--- config.mk ---
export PLATFORM = sky130hd
export DESIGN_NAME = eye_tracker_top
export DESIGN_NICKNAME = d
export VERILOG_FILES = /design/src/source/eye_pkg.sv /design/src/source/pix_if.sv /design/src/source/sums_if.sv /design/src/source/camera_input.sv /design/src/source/centroid_accum.sv /design/src/source/centroid_divider.sv /design/src/source/eye_tracker_top.sv /design/src/source/result_sender.sv
export SDC_FILE = /design/constraint.sdc
export NUM_CORES = 1
export LEC_CHECK = 0
export BUFFER_PORTS_ARGS = -buffer_cell sky130_fd_sc_hd__buf_2
export CAP_MARGIN = 20
export CORE_MARGIN = 1
export CORE_UTILIZATION = 45
export CTS_CLUSTER_SIZE = 8
export DETAILED_ROUTE_END_ITERATION = 8
export SYNTH_ARGS = -nofsm -noshare
export SYNTH_HDL_FRONTEND = slang
export SYNTH_SLANG_ARGS = --single-unit
--- constraint.sdc ---
create_clock -name cclk -period 3.7 [get_ports cclk]
set_input_delay 0.37 -clock cclk [delete_from_list [all_inputs] [get_ports cclk]]
set_output_delay 0.37 -clock cclk [all_outputs]
set_load 0.005 [all_outputs]
--- src/source/eye_pkg.sv ---
// --------------------------------------------------------------------------
// Shared widths and constants for the eye-tracking centroid core.
// RTL files refer to these by scoped names.
// --------------------------------------------------------------------------

package eye_pkg;

    // --------------------------------------------------------------------------
    // Data widths
    // --------------------------------------------------------------------------

    // One camera pixel value
    typedef logic [7:0]  pixel_t;

    // Pixel column or row index
    typedef logic [9:0]  coord_t;

    // Per-frame hit count S
    typedef logic [19:0] sum_s_t;

    // Per-frame coordinate sum SX or SY
    typedef logic [27:0] sum_xy_t;

    // --------------------------------------------------------------------------
    // Camera format
    // --------------------------------------------------------------------------

    // Pixels per clock, left and right tap
    localparam int TAPS = 2;

endpackage

--- src/source/pix_if.sv ---
// --------------------------------------------------------------------------
// Gated and thresholded pixel pairs, camera input to accumulator.
// No back-pressure, every beat is taken.
// --------------------------------------------------------------------------

`timescale 1ns/1ps

interface pix_if;

    logic            valid;
    eye_pkg::coord_t x;
    eye_pkg::coord_t y;
    logic            hit_l;
    logic            hit_r;
    logic            frame_end;

    modport src (output valid, x, y, hit_l, hit_r, frame_end);

    modport dst (input valid, x, y, hit_l, hit_r, frame_end);

endinterface

--- src/source/sums_if.sv ---
// --------------------------------------------------------------------------
// Per-frame S, SX and SY from the accumulator to the divider.
// The sums hold until the next valid pulse.
// --------------------------------------------------------------------------

`timescale 1ns/1ps

interface sums_if;

    logic             valid;
    eye_pkg::sum_s_t  s;
    eye_pkg::sum_xy_t sx;
    eye_pkg::sum_xy_t sy;

    modport src (output valid, s, sx, sy);

    modport dst (input valid, s, sx, sy);

endinterface

--- src/source/camera_input.sv ---
// --------------------------------------------------------------------------
// Camera Link style input stage. Registers the two taps and the framing
// signals, tracks column and row, thresholds both pixels and flags the
// end of each frame on pix_if.
// --------------------------------------------------------------------------

`timescale 1ns/1ps

module camera_input (
    input  logic            cclk,
    input  logic            rst_n,
    input  logic            fval,
    input  logic            lval,
    input  logic            dval,
    input  eye_pkg::pixel_t data_l,
    input  eye_pkg::pixel_t data_r,
    input  eye_pkg::pixel_t threshold,
    pix_if.src              pix
);

    logic            fval_q, lval_q, dval_q;
    logic            fval_d, lval_d;
    eye_pkg::pixel_t data_l_q, data_r_q;
    eye_pkg::coord_t x_cnt, y_cnt;
    logic            beat;
    logic            lval_fall;

    // fval and lval active high, dval active low
    assign beat      = fval_q & lval_q & ~dval_q;
    assign lval_fall = lval_d & ~lval_q;

    // --------------------------------------------------------------------------
    // Input registers and edge history
    // --------------------------------------------------------------------------
    always_ff @(posedge cclk or negedge rst_n) begin
        if (!rst_n) begin
            fval_q <= 1'b0;
            lval_q <= 1'b0;
            dval_q <= 1'b1;
            fval_d <= 1'b0;
            lval_d <= 1'b0;
        end else begin
            fval_q <= fval;
            lval_q <= lval;
            dval_q <= dval;
            fval_d <= fval_q;
            lval_d <= lval_q;
        end
    end

    always_ff @(posedge cclk) begin
        data_l_q <= data_l;
        data_r_q <= data_r;
    end

    // --------------------------------------------------------------------------
    // Column and row counters
    // --------------------------------------------------------------------------
    always_ff @(posedge cclk or negedge rst_n) begin
        if (!rst_n) begin
            x_cnt <= '0;
            y_cnt <= '0;
        end else begin
            // Column restarts between lines
            if (!lval_q) begin
                x_cnt <= '0;
            end else if (beat) begin
                x_cnt <= x_cnt + eye_pkg::coord_t'(eye_pkg::TAPS);
            end
            // Row restarts between frames, steps at each line end
            if (!fval_q) begin
                y_cnt <= '0;
            end else if (lval_fall) begin
                y_cnt <= y_cnt + 1'b1;
            end
        end
    end

    // --------------------------------------------------------------------------
    // Output beat
    // --------------------------------------------------------------------------
    always_ff @(posedge cclk or negedge rst_n) begin
        if (!rst_n) begin
            pix.valid     <= 1'b0;
            pix.frame_end <= 1'b0;
        end else begin
            pix.valid     <= beat;
            pix.frame_end <= fval_d & ~fval_q;
        end
    end

    // Strictly greater than the threshold counts as a hit
    always_ff @(posedge cclk) begin
        pix.x     <= x_cnt;
        pix.y     <= y_cnt;
        pix.hit_l <= (data_l_q > threshold);
        pix.hit_r <= (data_r_q > threshold);
    end

endmodule

--- src/source/centroid_accum.sv ---
// --------------------------------------------------------------------------
// Frame accumulator. Sums the hit count and the x and y coordinates of
// every hit, then publishes S, SX and SY on sums_if at frame end.
// --------------------------------------------------------------------------

`timescale 1ns/1ps

module centroid_accum (
    input  logic cclk,
    input  logic rst_n,
    pix_if.dst   pix,
    sums_if.src  sums
);

    eye_pkg::sum_s_t  acc_s;
    eye_pkg::sum_xy_t acc_sx, acc_sy;
    eye_pkg::sum_s_t  add_s;
    eye_pkg::sum_xy_t add_sx, add_sy;
    eye_pkg::sum_xy_t x_l, x_r, y_ext;

    // Right tap sits one column past the left tap
    assign x_l   = eye_pkg::sum_xy_t'(pix.x);
    assign x_r   = x_l + eye_pkg::sum_xy_t'(1);
    assign y_ext = eye_pkg::sum_xy_t'(pix.y);

    assign add_s  = eye_pkg::sum_s_t'(pix.hit_l) + eye_pkg::sum_s_t'(pix.hit_r);
    assign add_sx = (pix.hit_l ? x_l : '0) + (pix.hit_r ? x_r : '0);
    assign add_sy = (pix.hit_l ? y_ext : '0) + (pix.hit_r ? y_ext : '0);

    always_ff @(posedge cclk or negedge rst_n) begin
        if (!rst_n) begin
            acc_s      <= '0;
            acc_sx     <= '0;
            acc_sy     <= '0;
            sums.valid <= 1'b0;
        end else begin
            sums.valid <= pix.frame_end;
            // A valid beat never coincides with frame_end
            if (pix.frame_end) begin
                acc_s  <= '0;
                acc_sx <= '0;
                acc_sy <= '0;
            end else if (pix.valid) begin
                acc_s  <= acc_s + add_s;
                acc_sx <= acc_sx + add_sx;
                acc_sy <= acc_sy + add_sy;
            end
        end
    end

    // Published totals hold until the next frame end
    always_ff @(posedge cclk) begin
        if (pix.frame_end) begin
            sums.s  <= acc_s;
            sums.sx <= acc_sx;
            sums.sy <= acc_sy;
        end
    end

endmodule

--- src/source/centroid_divider.sv ---
// --------------------------------------------------------------------------
// Centroid divider. Two restoring dividers run side by side, one quotient
// bit per cycle, to give SX/S and SY/S rounded down. A result leaves on
// res_push 30 cycles after the sums arrive.
// --------------------------------------------------------------------------

`timescale 1ns/1ps

module centroid_divider (
    input  logic            cclk,
    input  logic            rst_n,
    sums_if.dst             sums,
    output logic            res_push,
    output logic            found,
    output eye_pkg::coord_t x,
    output eye_pkg::coord_t y
);

    localparam int S_W   = $bits(eye_pkg::sum_s_t);
    localparam int Q_W   = $bits(eye_pkg::sum_xy_t);
    localparam int C_W   = $bits(eye_pkg::coord_t);
    localparam int CNT_W = $clog2(Q_W);

    typedef enum logic [1:0] {st_idle, st_divide, st_finish} state_t;

    state_t           state;
    logic [CNT_W-1:0] bit_cnt;
    eye_pkg::sum_s_t  divisor;
    eye_pkg::sum_s_t  rem_x, rem_y, rem_x_nxt, rem_y_nxt;
    eye_pkg::sum_xy_t quo_x, quo_y, quo_x_nxt, quo_y_nxt;
    logic             any_hit;

    // One restoring step, dividend shifted in MSB first
    function automatic void div_step(
        input  eye_pkg::sum_s_t  rem_in,
        input  eye_pkg::sum_xy_t quo_in,
        input  eye_pkg::sum_s_t  d,
        output eye_pkg::sum_s_t  rem_out,
        output eye_pkg::sum_xy_t quo_out
    );
        logic [S_W:0] trial;
        logic [S_W:0] diff;
        trial = {rem_in, quo_in[Q_W-1]};
        diff  = trial - {1'b0, d};
        if (trial >= {1'b0, d}) begin
            rem_out = diff[S_W-1:0];
            quo_out = {quo_in[Q_W-2:0], 1'b1};
        end else begin
            rem_out = trial[S_W-1:0];
            quo_out = {quo_in[Q_W-2:0], 1'b0};
        end
    endfunction

    always_comb begin
        div_step(rem_x, quo_x, divisor, rem_x_nxt, quo_x_nxt);
        div_step(rem_y, quo_y, divisor, rem_y_nxt, quo_y_nxt);
    end

    assign any_hit = (divisor != '0);

    // --------------------------------------------------------------------------
    // FSM, load then 28 steps then finish
    // --------------------------------------------------------------------------
    always_ff @(posedge cclk or negedge rst_n) begin
        if (!rst_n) begin
            state    <= st_idle;
            bit_cnt  <= '0;
            res_push <= 1'b0;
        end else begin
            res_push <= 1'b0;
            case (state)
                st_idle: begin
                    if (sums.valid) begin
                        bit_cnt <= '0;
                        state   <= st_divide;
                    end
                end
                st_divide: begin
                    bit_cnt <= bit_cnt + 1'b1;
                    if (bit_cnt == CNT_W'(Q_W - 1)) begin
                        state <= st_finish;
                    end
                end
                st_finish: begin
                    res_push <= 1'b1;
                    state    <= st_idle;
                end
                default: state <= st_idle;
            endcase
        end
    end

    // Datapath
    always_ff @(posedge cclk) begin
        if (state == st_idle && sums.valid) begin
            divisor <= sums.s;
            quo_x   <= sums.sx;
            quo_y   <= sums.sy;
            rem_x   <= '0;
            rem_y   <= '0;
        end else if (state == st_divide) begin
            rem_x <= rem_x_nxt;
            rem_y <= rem_y_nxt;
            quo_x <= quo_x_nxt;
            quo_y <= quo_y_nxt;
        end
        // Empty frame reports not found at the origin
        if (state == st_finish) begin
            found <= any_hit;
            x     <= any_hit ? quo_x[C_W-1:0] : '0;
            y     <= any_hit ? quo_y[C_W-1:0] : '0;
        end
    end

endmodule

--- src/source/eye_tracker_top.sv ---
// --------------------------------------------------------------------------
// Eye-tracking centroid core. Camera pixels in, pupil centroid results
// out under credit flow control, all on the camera clock.
// --------------------------------------------------------------------------

`timescale 1ns/1ps

module eye_tracker_top #(
    parameter int CREDITS      = 2,
    parameter int RESULT_DEPTH = 4
) (
    input  logic            cclk,
    input  logic            rst_n,
    input  logic            fval,
    input  logic            lval,
    input  logic            dval,
    input  eye_pkg::pixel_t data_l,
    input  eye_pkg::pixel_t data_r,
    input  eye_pkg::pixel_t threshold,
    input  logic            res_credit,
    output logic            res_valid,
    output logic            res_found,
    output eye_pkg::coord_t res_x,
    output eye_pkg::coord_t res_y,
    output logic [7:0]      drop_count
);

    logic            div_push;
    logic            div_found;
    eye_pkg::coord_t div_x;
    eye_pkg::coord_t div_y;

    pix_if  i_pix ();
    sums_if i_sums ();

    // --------------------------------------------------------------------------
    // Input side
    // --------------------------------------------------------------------------
    camera_input i_camera_input (
        .cclk      (cclk),
        .rst_n     (rst_n),
        .fval      (fval),
        .lval      (lval),
        .dval      (dval),
        .data_l    (data_l),
        .data_r    (data_r),
        .threshold (threshold),
        .pix       (i_pix)
    );

    // --------------------------------------------------------------------------
    // Processing
    // --------------------------------------------------------------------------
    centroid_accum i_centroid_accum (
        .cclk  (cclk),
        .rst_n (rst_n),
        .pix   (i_pix),
        .sums  (i_sums)
    );

    centroid_divider i_centroid_divider (
        .cclk     (cclk),
        .rst_n    (rst_n),
        .sums     (i_sums),
        .res_push (div_push),
        .found    (div_found),
        .x        (div_x),
        .y        (div_y)
    );

    // --------------------------------------------------------------------------
    // Output side
    // --------------------------------------------------------------------------
    result_sender #(
        .CREDITS      (CREDITS),
        .RESULT_DEPTH (RESULT_DEPTH)
    ) i_result_sender (
        .cclk       (cclk),
        .rst_n      (rst_n),
        .res_push   (div_push),
        .found      (div_found),
        .x          (div_x),
        .y          (div_y),
        .res_credit (res_credit),
        .res_valid  (res_valid),
        .res_found  (res_found),
        .res_x      (res_x),
        .res_y      (res_y),
        .drop_count (drop_count)
    );

endmodule

--- src/source/result_sender.sv ---
// --------------------------------------------------------------------------
// Result queue with credit-based output. A result goes out on res_valid
// only while a credit is held; the rest wait in order, and arrivals to a
// full queue are dropped and counted.
// --------------------------------------------------------------------------

`timescale 1ns/1ps

module result_sender #(
    parameter int CREDITS      = 2,
    parameter int RESULT_DEPTH = 4
) (
    input  logic            cclk,
    input  logic            rst_n,
    input  logic            res_push,
    input  logic            found,
    input  eye_pkg::coord_t x,
    input  eye_pkg::coord_t y,
    input  logic            res_credit,
    output logic            res_valid,
    output logic            res_found,
    output eye_pkg::coord_t res_x,
    output eye_pkg::coord_t res_y,
    output logic [7:0]      drop_count
);

    localparam int C_W     = $bits(eye_pkg::coord_t);
    localparam int ENTRY_W = 1 + 2 * C_W;
    localparam int PTR_W   = (RESULT_DEPTH > 1) ? $clog2(RESULT_DEPTH) : 1;
    localparam int CNT_W   = $clog2(RESULT_DEPTH + 1);
    localparam int CRD_W   = $clog2(CREDITS + 1);

    logic [ENTRY_W-1:0] mem [RESULT_DEPTH];
    logic [PTR_W-1:0]   wr_ptr, rd_ptr;
    logic [CNT_W-1:0]   count;
    logic [CRD_W-1:0]   credits;
    logic [ENTRY_W-1:0] in_entry, head;
    logic               empty, full, send, pop, bypass, wr_en, drop;

    function automatic logic [PTR_W-1:0] next_ptr(input logic [PTR_W-1:0] p);
        return (p == PTR_W'(RESULT_DEPTH - 1)) ? '0 : p + 1'b1;
    endfunction

    assign in_entry = {found, x, y};
    assign empty    = (count == '0);
    assign full     = (count == CNT_W'(RESULT_DEPTH));
    assign head     = empty ? in_entry : mem[rd_ptr];

    // Gap after each send keeps res_valid a single-cycle pulse
    assign send   = (!empty || res_push) && (credits != '0) && !res_valid;
    assign pop    = send && !empty;
    // Empty queue with a credit sends the new result straight away
    assign bypass = send && empty;
    assign wr_en  = res_push && !bypass && (!full || pop);
    assign drop   = res_push && full && !pop;

    always_ff @(posedge cclk or negedge rst_n) begin
        if (!rst_n) begin
            wr_ptr     <= '0;
            rd_ptr     <= '0;
            count      <= '0;
            credits    <= CRD_W'(CREDITS);
            drop_count <= '0;
            res_valid  <= 1'b0;
        end else begin
            res_valid <= send;
            credits   <= credits + CRD_W'(res_credit) - CRD_W'(send);
            if (wr_en) begin
                wr_ptr <= next_ptr(wr_ptr);
            end
            if (pop) begin
                rd_ptr <= next_ptr(rd_ptr);
            end
            if (wr_en && !pop) begin
                count <= count + 1'b1;
            end else if (pop && !wr_en) begin
                count <= count - 1'b1;
            end
            // Saturating drop counter
            if (drop && drop_count != 8'hff) begin
                drop_count <= drop_count + 1'b1;
            end
        end
    end

    always_ff @(posedge cclk) begin
        if (wr_en) begin
            mem[wr_ptr] <= in_entry;
        end
        if (send) begin
            {res_found, res_x, res_y} <= head;
        end
    end

endmodule

==> impl_metrics.json <==
{
  "fmaxAchievable_mhz": 287,
  "synth-compound-area-share_pct": 8.52,
  "place.detailed.hpwl_um": 28500,
  "vias_per_cell": 5.12,
  "grt_usage_pct": 17.6,
  "worst_path_dominant_cell_family": "compound AO/OA/AOI/OAI gates",
  "drt_pass1_iterations": 7,
  "synth_ff_type": "sky130_fd_sc_hd__edfxtp_1",
  "dr_wl_met2_um": 19600,
  "layout-drive-gt1-share_pct": 12.0,
  "synthMuxAreaShare_pct": 5.27,
  "synth_area_leaders": "sky130_fd_sc_hd__edfxtp_1, sky130_fd_sc_hd__dfrtp_1, sky130_fd_sc_hd__dfxtp_1",
  "floorplan.die.width_um": 225,
  "finClkSkew_ns": 0.0208,
  "number_of_sinks_on_the_clock_net": 484,
  "remaining_drc_errors": 0,
  "grt_setup_unrepaired": "no",
  "period_needed_ns": 3.48,
  "hp-class": "input port to flop",
  "slew_headroom_pct": 26.7,
  "leakagePower_uw": 0.0107,
  "cts-root-to-sink-buffers": 3,
  "worst_r2r_path_depth": 15,
  "synth_largest_area_cell": "sky130_fd_sc_hd__edfxtp_1",
  "layout_worst_path_cycle_share_pct": 94.0,
  "cts_made_buffers": 70,
  "worst_skew_pair.late_latency_ns": 0.59,
  "cp_data_required_time_ns": 4.20,
  "tritoncts": "built",
  "result_of_the_run": "finished clean",
  "synth.ff_latch_count": 484,
  "chipHeight_um": 225,
  "critical_path_arrival_ns": 3.98,
  "dpl.cell_count": 2573,
  "worstPathMaxFanout": 11,
  "setup.worst_path.class": "flop to flop",
  "critical_path.slowest_cell": "sky130_fd_sc_hd__or4_1",
  "path_depth": 15,
  "critical_path.cell_chain": "buf_4 > nand2_1 > fa_1 > inv_1 > ha_1 > inv_1 > fa_1 > nor2b_1 > o21ai_1 > a21boi_2 > o221a_2 > o21a_1 > a211oi_2 > or4_1 > a21oi_1",
  "crit_path_start_kind": "flop",
  "syn_area_per_cell_um2": 11.9,
  "postRouteAntennaNets": 0,
  "synthesis_to_finish_area_growth_pct": 15.1,
  "gpl.final_weighted_congestion": 0.816,
  "boundaryPins": 60,
  "fin_tns_setup_ns": 0,
  "max-vdd-ir-drop_uv": 371,
  "cts_root_buf": "sky130_fd_sc_hd__clkbuf_16",
  "via_count_of_the_routed_design": 13900,
  "netlist_instances": 1885,
  "drv_cap": 0,
  "place_worst_setup_slack_ns": 0.154,
  "pin_count_of_the_biggest_net_entering_global_routing": 101,
  "post_synth_and_or_nand_nor_area_fraction_pct": 12.8,
  "htree_levels": 3,
  "synth_top_family_by_area": "simple AND/OR/NAND/NOR gates",
  "edff_count_synth": 278,
  "final_common_cell": "sky130_fd_sc_hd__nand2_1",
  "post-synth-top-area-fraction_pct": 37.3,
  "cpPeakStageDelay_ns": 0.49,
  "synth-async-reset-ratio_pct": 26.7,
  "synth_fa_ha_area_share_pct": 7.50,
  "met1_length_um": 20700,
  "postSynthNetCount": 2034,
  "final_cell_count_no_fill": 2714,
  "setup.worst_path.end_class": "flop",
  "antenna_cells": 0,
  "cts.repair_timing.setup_buffer_count": 0,
  "grt_first_pass_wirelength_um": 71500,
  "setup_viol_count_final": 0,
  "drt-wirelength-per-cell_um": 15.7,
  "wl_met3_um": 1670,
  "wl_um": 42700,
  "floorplan.die_area_mm2": 0.0506,
  "final_nets": 2150,
  "ys_warn_count": 0,
  "floorplan.core_area_mm2": 0.0490,
  "slew_viol_final": 0,
  "finalHoldViolations": 0,
  "synth_area_mm2": 0.0224,
  "placementRows": 81,
  "yosys.area_share.xor_xnor_pct": 4.03,
  "post_synth_num_cell_types": 75,
  "worstPathBufferInverterCount": 3,
  "number_of_antenna_violations_at_the_first_check_in_global_routing": 0,
  "synth_sequential_area_ratio_pct": 58.7,
  "grt-ovfl-total": 0,
  "first_global_vias": 14300,
  "top_layer_used": "met4",
  "start_util_pct": 45.7,
  "timing.hold.worst_path_depth": 2,
  "io_buffer_count": 59,
  "finalWorstSetupSlack_ns": 0.221,
  "top_library_cells_by_usage_in_the_layout_fill_and_taps_aside": "sky130_fd_sc_hd__nand2_1, sky130_fd_sc_hd__edfxtp_1, sky130_fd_sc_hd__dfrtp_1, sky130_fd_sc_hd__inv_1, sky130_fd_sc_hd__nor2_1",
  "initialDrtViolationCount": 797,
  "clkSlewWorstSetupHoldPaths_ns": 0.05,
  "worst_pin_slew_ns": 1.10,
  "power.density_cell_area_mw_per_mm2": 708
}
[repair_timing]
item / CTS / global route
endpoints found under the hold margin: 116 / 0
hold buffers: 20 / 0
endpoints found under the setup margin: 0 / 14
gates resized for setup: 0 / 5
[per-stage QoR]
step	hold WS (ns)	total power [uW]	area [um^2]	utilization [%]
2_1_floorplan	0.0744	11200	22400	-
3_3_place_gp	0.370	12300	23500	47.9
3_5_place_dp	0.381	12400	23500	47.9
4_1_cts	0.0000822	18400	25700	52.5
5_1_grt	0.0106	19300	25700	52.6
6_report	0.0348	18200	25700	52.6
[registers in the layout, summed over array words and instances (netlist names), 20 cells and up]
register                    cells
i_centroid_divider.rem_x       20
i_centroid_divider.quo_x       28
i_centroid_accum.sums.sy       28
i_centroid_accum.acc_sy        28
i_centroid_divider.divisor     20
i_centroid_accum.sums.sx       28
i_centroid_divider.quo_y       28
i_centroid_divider.rem_y       20
i_result_sender.mem            84
i_centroid_accum.sums.s        20
i_centroid_accum.acc_s         20
i_centroid_accum.acc_sx        28
[path summary, 6_finish.rpt]
check,start,endpoint,slack [ns]
setup / recovery,i_camera_input.pix.hit_r,i_centroid_accum.acc_sx[21],0.22
hold / removal,res_credit,i_result_sender.credits[0],0.03
setup reg to reg,i_camera_input.pix.hit_r,i_centroid_accum.acc_sx[21],0.22
hold reg to reg,i_camera_input.x_cnt[9],i_camera_input.pix.x[9],0.39
max in group asynchronous,rst_n,i_result_sender.credits[1],2.36
min in group asynchronous,rst_n,i_camera_input.fval_d,0.46
[layer usage]
metal	track usage [%]	up-vias
met5	0	-
met4	5.92	0
met1	24.2	6691
met2	28.0	208
met3	3.35	56
li1	-	6929
[report_power, final]
part | total (uW) | switching (uW) | internal, uW
sequential | 7360 | 503 | 6860
clock | 5850 | 2280 | 3580
combinational | 4980 | 2740 | 2250
total | 18200 | 5510 | 12700
[logic make-up after synthesis]
logic type	Yosys count
flip-flops	484
buffers and inverters	181
adder cells (fa/ha/maj)	119
XOR/XNOR	103
multiplexers	88
AND/OR/NAND/NOR	618
AO/OA/AOI/OAI	291
other	1
[area by class of cell]
| class | count | area [um^2] |
|---|---|---|
| repair buffers | 111 | 746 |
| flip-flops and latches | 484 | 13100 |
| multi-input cells | 1220 | 8560 |
| fillers | 4174 | 23200 |
| clock buffers | 115 | 1940 |
| clock inverters | 6 | 92.6 |
| inverters | 114 | 428 |
| well taps | 664 | 831 |
[Yosys cell counts (all sizes together) (7+ instances only)]
master    n
nand2   281
edfxtp  278
dfrtp   127
inv     114
nor2    107
ha       94
a21oi    89
dfxtp    77
o21ai    76
xnor2    59
clkbuf   51
xor2     44
mux2i    40
nor2b    40
nand3    38
and2     28
nand4    28
mux2     27
fa       25
mux4     21
a21o     17
and3     17
or3      17
buf      16
o21a     16
nor3     15
nand2b   13
a211oi   12
a21boi   10
o31ai    10
nor4      9
and4      8
o211ai    8
o311ai    7
or2       7
Note: power is estimated with default switching activity, not from simulation.
